[src/rtl/bus_pkg.sv]
package bus_pkg;

    // bus widths
    localparam int ADDR_W = 32;
    localparam int DATA_W = 32;

    typedef logic [ADDR_W-1:0] addr_t;
    typedef logic [DATA_W-1:0] data_t;

    // on-chip word memory
    localparam int MEM_WORDS   = 1024;
    localparam int MEM_INDEX_W = $clog2(MEM_WORDS);
    localparam int WORD_LSB    = 2;               // byte offset inside a 32-bit word

    typedef logic [MEM_INDEX_W-1:0] mem_index_t;  // address bits 11..2

    // cycles from AR handshake to rvalid, at least 2
    localparam int MEM_LATENCY = 2;
    localparam int LAT_CNT_W   = $clog2(MEM_LATENCY);

    typedef logic [LAT_CNT_W-1:0] lat_cnt_t;

    // arbiter state, also the router select
    typedef enum logic [2:0] {
        GRANT_NONE,
        GRANT_IFU_RD,
        GRANT_LSU_RD,
        GRANT_LSU_WR,
        GRANT_RELEASE   // dead cycle between owners
    } grant_e;

    // upper address bits are dropped so addresses alias modulo the memory
    function automatic mem_index_t word_index(addr_t addr);
        return addr[WORD_LSB +: MEM_INDEX_W];
    endfunction

endpackage

[src/rtl/bus_router.sv]
module bus_router (
    input  bus_pkg::grant_e grant,

    // ifu read master
    input  bus_pkg::addr_t  ifu_araddr,
    input  logic            ifu_arvalid,
    output logic            ifu_arready,
    output logic            ifu_rvalid,
    output bus_pkg::data_t  ifu_rdata,
    input  logic            ifu_rready,

    // lsu master
    input  bus_pkg::addr_t  lsu_araddr,
    input  logic            lsu_arvalid,
    output logic            lsu_arready,
    output logic            lsu_rvalid,
    output bus_pkg::data_t  lsu_rdata,
    input  logic            lsu_rready,
    input  bus_pkg::addr_t  lsu_awaddr,
    input  logic            lsu_awvalid,
    output logic            lsu_awready,
    input  bus_pkg::data_t  lsu_wdata,
    input  logic            lsu_wvalid,
    output logic            lsu_wready,
    output logic            lsu_bvalid,
    input  logic            lsu_bready,

    // slave port
    output bus_pkg::addr_t  saxi_araddr,
    output logic            saxi_arvalid,
    input  logic            saxi_arready,
    input  logic            saxi_rvalid,
    input  bus_pkg::data_t  saxi_rdata,
    output logic            saxi_rready,
    output bus_pkg::addr_t  saxi_awaddr,
    output logic            saxi_awvalid,
    input  logic            saxi_awready,
    output bus_pkg::data_t  saxi_wdata,
    output logic            saxi_wvalid,
    input  logic            saxi_wready,
    input  logic            saxi_bvalid,
    output logic            saxi_bready
);
    import bus_pkg::*;

    always_comb begin
        // parked values, also what an ungranted master sees
        saxi_araddr  = '0;
        saxi_arvalid = 1'b0;
        saxi_rready  = 1'b0;
        saxi_awaddr  = '0;
        saxi_awvalid = 1'b0;
        saxi_wdata   = '0;
        saxi_wvalid  = 1'b0;
        saxi_bready  = 1'b0;

        ifu_arready  = 1'b0;
        ifu_rvalid   = 1'b0;
        ifu_rdata    = '0;

        lsu_arready  = 1'b0;
        lsu_rvalid   = 1'b0;
        lsu_rdata    = '0;
        lsu_awready  = 1'b0;
        lsu_wready   = 1'b0;
        lsu_bvalid   = 1'b0;

        case (grant)
            GRANT_IFU_RD: begin
                saxi_araddr  = ifu_araddr;
                saxi_arvalid = ifu_arvalid;
                saxi_rready  = ifu_rready;
                ifu_arready  = saxi_arready;
                ifu_rvalid   = saxi_rvalid;
                ifu_rdata    = saxi_rdata;
            end

            GRANT_LSU_RD: begin
                saxi_araddr  = lsu_araddr;
                saxi_arvalid = lsu_arvalid;
                saxi_rready  = lsu_rready;
                lsu_arready  = saxi_arready;
                lsu_rvalid   = saxi_rvalid;
                lsu_rdata    = saxi_rdata;
            end

            GRANT_LSU_WR: begin
                // AW and W travel together, memory takes them in one cycle
                saxi_awaddr  = lsu_awaddr;
                saxi_awvalid = lsu_awvalid;
                saxi_wdata   = lsu_wdata;
                saxi_wvalid  = lsu_wvalid;
                saxi_bready  = lsu_bready;
                lsu_awready  = saxi_awready;
                lsu_wready   = saxi_wready;
                lsu_bvalid   = saxi_bvalid;
            end

            default: begin
                // idle and release keep the parked values
            end
        endcase
    end

endmodule

[config.mk]
export PLATFORM = sky130hd
export DESIGN_NAME = bus_router
export DESIGN_NICKNAME = d
export VERILOG_FILES = /design/src/rtl/bus_pkg.sv /design/src/rtl/bus_router.sv
export SDC_FILE = /design/constraint.sdc
export NUM_CORES = 1
export LEC_CHECK = 0
export ABC_AREA = 1
export BUFFER_PORTS_ARGS = -buffer_cell sky130_fd_sc_hd__buf_2
export CORE_AREA = 10 10 126 128
export DETAILED_ROUTE_END_ITERATION = 10
export DIE_AREA = 0 0 136 138
export GPL_ROUTABILITY_DRIVEN = 0
export PLACE_DENSITY = 0.49
export SYNTH_ARGS = -nofsm -noshare
export SYNTH_HDL_FRONTEND = slang
export SYNTH_SLANG_ARGS = --single-unit
[constraint.sdc]
create_clock -name vclk -period 1.5
set_input_delay 0.075 -clock vclk [all_inputs]
set_output_delay 0.075 -clock vclk [all_outputs]
set_load 0.02 [all_outputs]
==> reports/metrics.csv <==
stage,metric,value,unit
outcome,status,finished clean,
synth,synth_top_area_share,29.36,%
synth,synthesis.area,1764,µm²
route,via_count,3409,
die,die_w,136,µm
run,max-cap-violations,0,
timing,setup_viol,0,
global_route,grt_overflow_total,0,
route,firstDrtPassIters,4,
synth,synth_seq_area_share,0,%
cells_and_area,final_common_cell,buf_2,
cells_and_area,n_antenna_cell,0,
timing,worst_pin_slew,0.3261,ns
die,rows,43,
place,io_buffers,347,
timing,fmax,0.8351,GHz
setup_path,path_buf_inv,3,
route,routed_via_density,3.835,
cells_and_area,ff_latch_area,0,µm²
synth,synth.avg_cell_area,4.594,µm²
setup_path,cpPeakStageDelay,0.35,ns
route,antenna_left,0,
synth,synth.distinct_cells,9,
die,io_pins,347,
setup_path,crit_path_frequent_cell,buf_2,
timing,slew_headroom,78.26,%
timing,setup_tns,0,ns
pwr,max-vdd-ir-drop,0.06424,mV
min_path,hp-class,in -> out,
cells_and_area,fin_area,3635,µm²
global_route,grt_max_degree,71,
setup_path,cp_max_fo,27,
synth,synth_area_leaders,"nor2_1 29%, nand4_1 24%, inv_1 22%",
die,start_util,13.06,%
cells_and_area,layout-drive-gt1-share,51.48,%
global_route,grt_pass1_vias,3204,
synth,syn_nets,559,
timing,rsz0062_at_grt,false,
die,core,13500,µm²
route,initialDrtViolationCount,164,
cells_and_area,fin_util,26.92,%
die,die_area,18770,µm²
setup_path,critPathCaptureType,primary output,
route,wl_per_cell,14.37,µm
setup_path,cp.arrival,1.12,ns
setup_path,cp-start-kind,primary input,
route,drc_errors,0,
clocking,post_cts_resized,0,
timing,final_max_slew_viol_count,0,
cells_and_area,fillers,1612,
setup_path,cp_slowest_cell,buf_4,
pwr,leakage,2.840,nW
route,drt_wl_total,12780,µm
global_route,grt_pass1_wl,18130,µm
pwr,finalPower,0.8892,mW
global_route,grt_use_total,11.62,%
cells_and_area,fin_nets,886,
cells_and_area,syn2layout_area_growth,106.0,%
clocking,post_cts_buffers,0,
setup_path,critPathKind,in -> out,
setup_path,critPathTopFamily,buffers and inverters,
setup_path,crit_chain,buf_2 -> buf_4 -> nand4_1 -> nand2_1 -> buf_2,
timing,whs,0.4614,ns
place,dp_hpwl,11110,µm
pwr,pwr_density_cell,244.6,nW/µm²
place,post_dp_cell_area,3635,µm²
timing,final_hold_viol_count,0,
die,die_y,138,µm
cells_and_area,final_cell_mix,"347 x buf_2, 138 x nor2_1, 104 x inv_1",
setup_path,required,1.42,ns
synth,yosysWarningCount,0,
clocking,ctsHoldBuffers,0,
synth,syn_inst,384,
timing,min_period_over_period,79.83,%
global_route,antenna_found_initial,0,
cells_and_area,flops_and_latches,0,
cells_and_area,nClkBuffers,0,
synth,synth_area_leader_cell,nor2_1,
cells_and_area,multiInputGateArea,1124,µm²
timing,period_needed,1.197,ns
==> final timing paths <==
kind,from,endpoint,cells after the start
max,grant[0],saxi_araddr[0],5
min,lsu_awaddr[6],saxi_awaddr[6],4
==> routing by layer <==
metal  wire [µm]  global-route usage (%)  up-vias
li1            -                       -     1805
met1        4363                   11.03     1409
met2        6802                   23.82      187
met3        1495                   3.732        8
met4         118                   1.010        0
met5           0                       0        -
==> synth_stat cells (all sizes together) <==
cell type / number
buf: 34
nand2: 34
nand4: 68
nor2: 138
inv: 107
nand3: 3
==> logic make-up (layout without fill, tap and decap cells) <==
family,count (synthesis),count (layout),share of synthesized area [%]
simple gates,243,243,63.69
buf+inv,141,466,36.31
==> through the flow <==
stage          instances  setup WS, ns
2_1_floorplan        384        0.6103
3_3_place_gp         889        0.2722
3_5_place_dp         889        0.2775
4_1_cts              889        0.2750
5_1_grt              889        0.1909
6_report             889        0.3025
==> power by group <==
| part | internal [mW] | total (mW) | switching [mW] |
|---|---|---|---|
| registers | 0 | 0 | 0 |
| clock network | 0 | 0 | 0 |
| logic | 0.352 | 0.889 | 0.538 |
==> tightest hold or removal path, stage by stage <==
cell and delay, ns:
buf_2 0.09, inv_1 0.04, nor2_1 0.03, buf_2 0.15
==> layout make-up <==
cell class / count / share of cell area [%]
inverters: 107 / 11.26
well taps: 180 / 6.196
repair buffers: 359 / 51.64
multi-input cells: 243 / 30.91
Note: power is estimated with default switching activity, not from simulation.
