**src/rtl/bus_pkg.sv**
```systemverilog
package bus_pkg;

    // bus widths
    localparam int ADDR_W = 32;
    localparam int DATA_W = 32;

    typedef logic [ADDR_W-1:0] addr_t;
    typedef logic [DATA_W-1:0] data_t;

    // on-chip word memory
    localparam int MEM_WORDS   = 1024;
    localparam int MEM_INDEX_W = $clog2(MEM_WORDS);
    localparam int WORD_LSB    = 2;               // byte offset inside a 32-bit word

    typedef logic [MEM_INDEX_W-1:0] mem_index_t;  // address bits 11..2

    // cycles from AR handshake to rvalid, at least 2
    localparam int MEM_LATENCY = 2;
    localparam int LAT_CNT_W   = $clog2(MEM_LATENCY);

    typedef logic [LAT_CNT_W-1:0] lat_cnt_t;

    // arbiter state, also the router select
    typedef enum logic [2:0] {
        GRANT_NONE,
        GRANT_IFU_RD,
        GRANT_LSU_RD,
        GRANT_LSU_WR,
        GRANT_RELEASE   // dead cycle between owners
    } grant_e;

    // upper address bits are dropped so addresses alias modulo the memory
    function automatic mem_index_t word_index(addr_t addr);
        return addr[WORD_LSB +: MEM_INDEX_W];
    endfunction

endpackage

```
**src/rtl/bus_arbiter.sv**
```systemverilog
module bus_arbiter (
    input  logic             clk,
    input  logic             rst,

    // request sources, sampled only while idle
    input  logic             ifu_arvalid,
    input  logic             lsu_arvalid,
    input  logic             lsu_awvalid,
    input  logic             lsu_wvalid,

    // slave side response channels, watched for completion
    input  logic             saxi_rvalid,
    input  logic             saxi_rready,
    input  logic             saxi_bvalid,
    input  logic             saxi_bready,

    output bus_pkg::grant_e  grant
);
    import bus_pkg::*;

    grant_e grant_q;
    grant_e grant_nxt;

    logic   wr_req;
    logic   rd_done;
    logic   wr_done;

    // lsu write counts as requested once either half shows up
    assign wr_req  = lsu_awvalid | lsu_wvalid;

    assign rd_done = saxi_rvalid & saxi_rready;     // R handshake ends a read
    assign wr_done = saxi_bvalid & saxi_bready;     // B handshake ends a write

    // fixed priority, grant held until the owner's response completes
    always_comb begin
        grant_nxt = grant_q;
        case (grant_q)
            GRANT_NONE: begin
                if (ifu_arvalid) begin
                    grant_nxt = GRANT_IFU_RD;
                end else if (lsu_arvalid) begin
                    grant_nxt = GRANT_LSU_RD;
                end else if (wr_req) begin
                    grant_nxt = GRANT_LSU_WR;
                end
            end

            GRANT_IFU_RD,
            GRANT_LSU_RD: begin
                if (rd_done) begin
                    grant_nxt = GRANT_RELEASE;
                end
            end

            GRANT_LSU_WR: begin
                if (wr_done) begin
                    grant_nxt = GRANT_RELEASE;
                end
            end

            GRANT_RELEASE: begin
                grant_nxt = GRANT_NONE;   // always exactly one cycle
            end

            default: begin
                grant_nxt = GRANT_NONE;
            end
        endcase
    end

    always_ff @(posedge clk) begin
        if (rst) begin
            grant_q <= GRANT_NONE;
        end else begin
            grant_q <= grant_nxt;
        end
    end

    // registered, so the grant lags the request by one cycle
    assign grant = grant_q;

endmodule

```
**config.mk**
```make
export PLATFORM = sky130hd
export DESIGN_NAME = bus_arbiter
export DESIGN_NICKNAME = d
export VERILOG_FILES = /design/src/rtl/bus_pkg.sv /design/src/rtl/bus_arbiter.sv
export SDC_FILE = /design/constraint.sdc
export NUM_CORES = 1
export LEC_CHECK = 0
export BUFFER_PORTS_ARGS = -buffer_cell sky130_fd_sc_hd__buf_2
export CAP_MARGIN = 10
export CELL_PAD_IN_SITES_DETAIL_PLACEMENT = 1
export CELL_PAD_IN_SITES_GLOBAL_PLACEMENT = 1
export CORE_AREA = 3 3 40 42
export CTS_BUF_LIST = sky130_fd_sc_hd__clkbuf_16
export DETAILED_ROUTE_END_ITERATION = 10
export DIE_AREA = 0 0 43 45
export PLACE_DENSITY = 0.57
export SYNTH_ARGS = -nofsm -noshare
export SYNTH_HDL_FRONTEND = slang
export SYNTH_SLANG_ARGS = --single-unit
```
**constraint.sdc**
```tcl
create_clock -name clk -period 3.65 [get_ports clk]
set_clock_uncertainty 0.2 [all_clocks]
set_input_delay 0.1825 -clock clk [delete_from_list [all_inputs] [get_ports clk]]
set_output_delay 0.1825 -clock clk [all_outputs]
set_load 0.01 [all_outputs]
```
==> results.md <==
- Status: completed
- WP data required: 3560 ps
- CTS-repair resized insts: 0
- First-iteration detailed-routing DRC count: 2
- Number of hold buffers added after cts: 1
- F_max: 0.673 GHz
- Max H-tree Level: 1
- Max Slew Vio Count: 0
- Height of the die: 45 um
- Standard-cell row count: 13
- Count of inserted antenna diode cells: 0
- Final Hold Slack: 66.1 ps
- Post-synthesis instance area: 220 um^2
- HPWL after DPL: 534 um
- Transition at the pin with the smallest max-transition slack: 313 ps
- Slew HR: 0.789
- Mapped Nets: 33
- Starting density of the core: 0.171
- Most frequent cell after synthesis: sky130_fd_sc_hd__dfxtp_1
- Pin count of the biggest net entering global routing: 12
- Final routed wire length divided by cell count: 12.8 um
- Core Area: 1280 um^2
- Sequential-to-total area share from yosys stat: 0.273
- Number of instances in the synthesized netlist: 23
- Setup violators final: 0
- Async set or reset register ratio after synthesis: 0
- Number of cells after detailed placement: 49
- Number of ports placed on the die boundary: 13
- Last weighted congestion value of the routability-driven placer: 0.699
- Min cycle time layout: 1490 ps
- Length of the first detailed-routing pass in iterations: 4
- Layout-stage area growth over the synthesis result: 71.0%
- Lkg Pwr: 0.168 nW
- Number of warnings issued by yosys: 0
- Buffer depth of the longest clock path: 2
- Final non-filler cell total: 54
- Clock-pin transition on the worst setup and hold timing paths: 30 ps
- Wire length of the first global-routing pass: 1290 um
- Detail-routed via count per cell: 4.81
- DR vias: 260
- Buffers on Ports: 12
- Yosys top cell area share: 0.273
- Layout cell share with drive strength beyond 1: 0.513
- Endpoint arrival time on the critical path: 1400 ps
- Final Instance Area: 377 um^2
- TritonCTS Buffers: 3
- Count of cell types in the netlist: 20
- GRT Resource Usage Total: 0.0939
- Crit end category: flop
- Mean instance size in the synthesized netlist: 9.57 um^2
- Flip-flop cell with the highest count after synthesis: sky130_fd_sc_hd__dfxtp_1
- Worst setup path class: flop to flop
- Setup repair after global routing missed its margin: false
- Die Outline Area: 1940 um^2
- Number of antenna violations at the first check in global routing: 0
- Number of buffers inserted by post-CTS setup repair: 0
- Total number of clock tree sinks: 3
- Overflow left after global routing: 0
- Die width: 43 um
- Final period util: 0.407
- Max-Cap Viols: 0
- Total power after layout: 250 uW
- Post-synth EDFFs: 0
- Total Negative Setup Slacks: 0 ps
- Dpl cell area: 288 um^2
- Clock Tree Root: sky130_fd_sc_hd__clkbuf_16
- Synth top area cells: sky130_fd_sc_hd__dfxtp_1, sky130_fd_sc_hd__a2111oi_2, sky130_fd_sc_hd__a211oi_1
- Register bit total from synthesis: 3
- WL final: 693 um
- Total number of nets in the final design: 50
- Clock latency on the worst-skew pair: 230 ps
- Most instantiated cells after synthesis: sky130_fd_sc_hd__dfxtp_1, sky130_fd_sc_hd__a211oi_1
- Largest area contributor in the netlist: sky130_fd_sc_hd__dfxtp_1
- Power density over the cells: 665 nW/um^2
- Antenna-violating nets left: 0
- Clock tree from TritonCTS: built
- Detailed-route DRC error count: 0
- Vias in the first global route: 265
- Worst-path maximum fanout: 11
- Startpoint types: flop
- Flip-flop count of the largest register, all copies and words added: 3
- Peak supply drop: 0.000125 V
- Final-report hold violation count: 0
- Type of the worst min-delay path: input pin to flop
power breakdown:
group / total (mW) / switching [mW] / internal, mW
registers: 0.0449 / 0.00807 / 0.0369
clock network: 0.172 / 0.0308 / 0.141
logic: 0.0332 / 0.0138 / 0.0195
total: 0.250 / 0.0527 / 0.198
layout by cell type (no fill, tap or decap), types with 2 or more instances in the layout:
cell type                   instances
sky130_fd_sc_hd__buf_2             12
sky130_fd_sc_hd__clkbuf_16          3
sky130_fd_sc_hd__a211oi_1           2
sky130_fd_sc_hd__dfxtp_1            3
path summary, 6_finish.rpt:
check                   start        to  slack [ps]  depth (start not counted)
hold reg to reg      grant[2]  grant[2]         320                          1
setup / recovery     grant[1]  grant[1]        2160                          2
setup reg to reg     grant[1]  grant[1]        2160                          2
hold / removal    ifu_arvalid  grant[1]          70                          3
metrics by stage:
stage | utilization | worst slack [ps]
final | 0.293 | 2160
after global routing | 0.293 | 2010
after CTS | 0.293 | 2150
after detailed placement | 0.224 | 2160
after global placement | 0.224 | 2250
after floorplan | - | 2190
layer usage:
metal,GRT usage,routed length (um),part of all wire,up-vias
li1,-,-,-,126
met3,0.0398,63,0.091,2
met5,0,0,0,-
met1,0.110,301,0.43,120
met2,0.135,312,0.45,12
met4,0.0723,17,0.025,0
critical path, stage by stage (launching register included):
cell and delay (ps):
sky130_fd_sc_hd__dfxtp_1 390, sky130_fd_sc_hd__or3_4 420, sky130_fd_sc_hd__a2111oi_2 360
cell families (layout without fill, tap and decap cells):
group	after synthesis	count (layout)	synth area share
buffers and inverters	1	17	0.0511
AOI/OAI and AO/OA	9	9	0.358
DFF	3	3	0.273
and+or+nand+nor	10	10	0.318
area by class of cell:
type / instances / area (um^2)
fill: 158 / 908
clock inverter: 1 / 3.75
timing repair buffer: 13 / 70.1
tap: 15 / 18.8
clock buffer: 3 / 75.1
sequential: 3 / 60.1
multi-input combinational: 19 / 149
(Power assumes the default switching activity.)
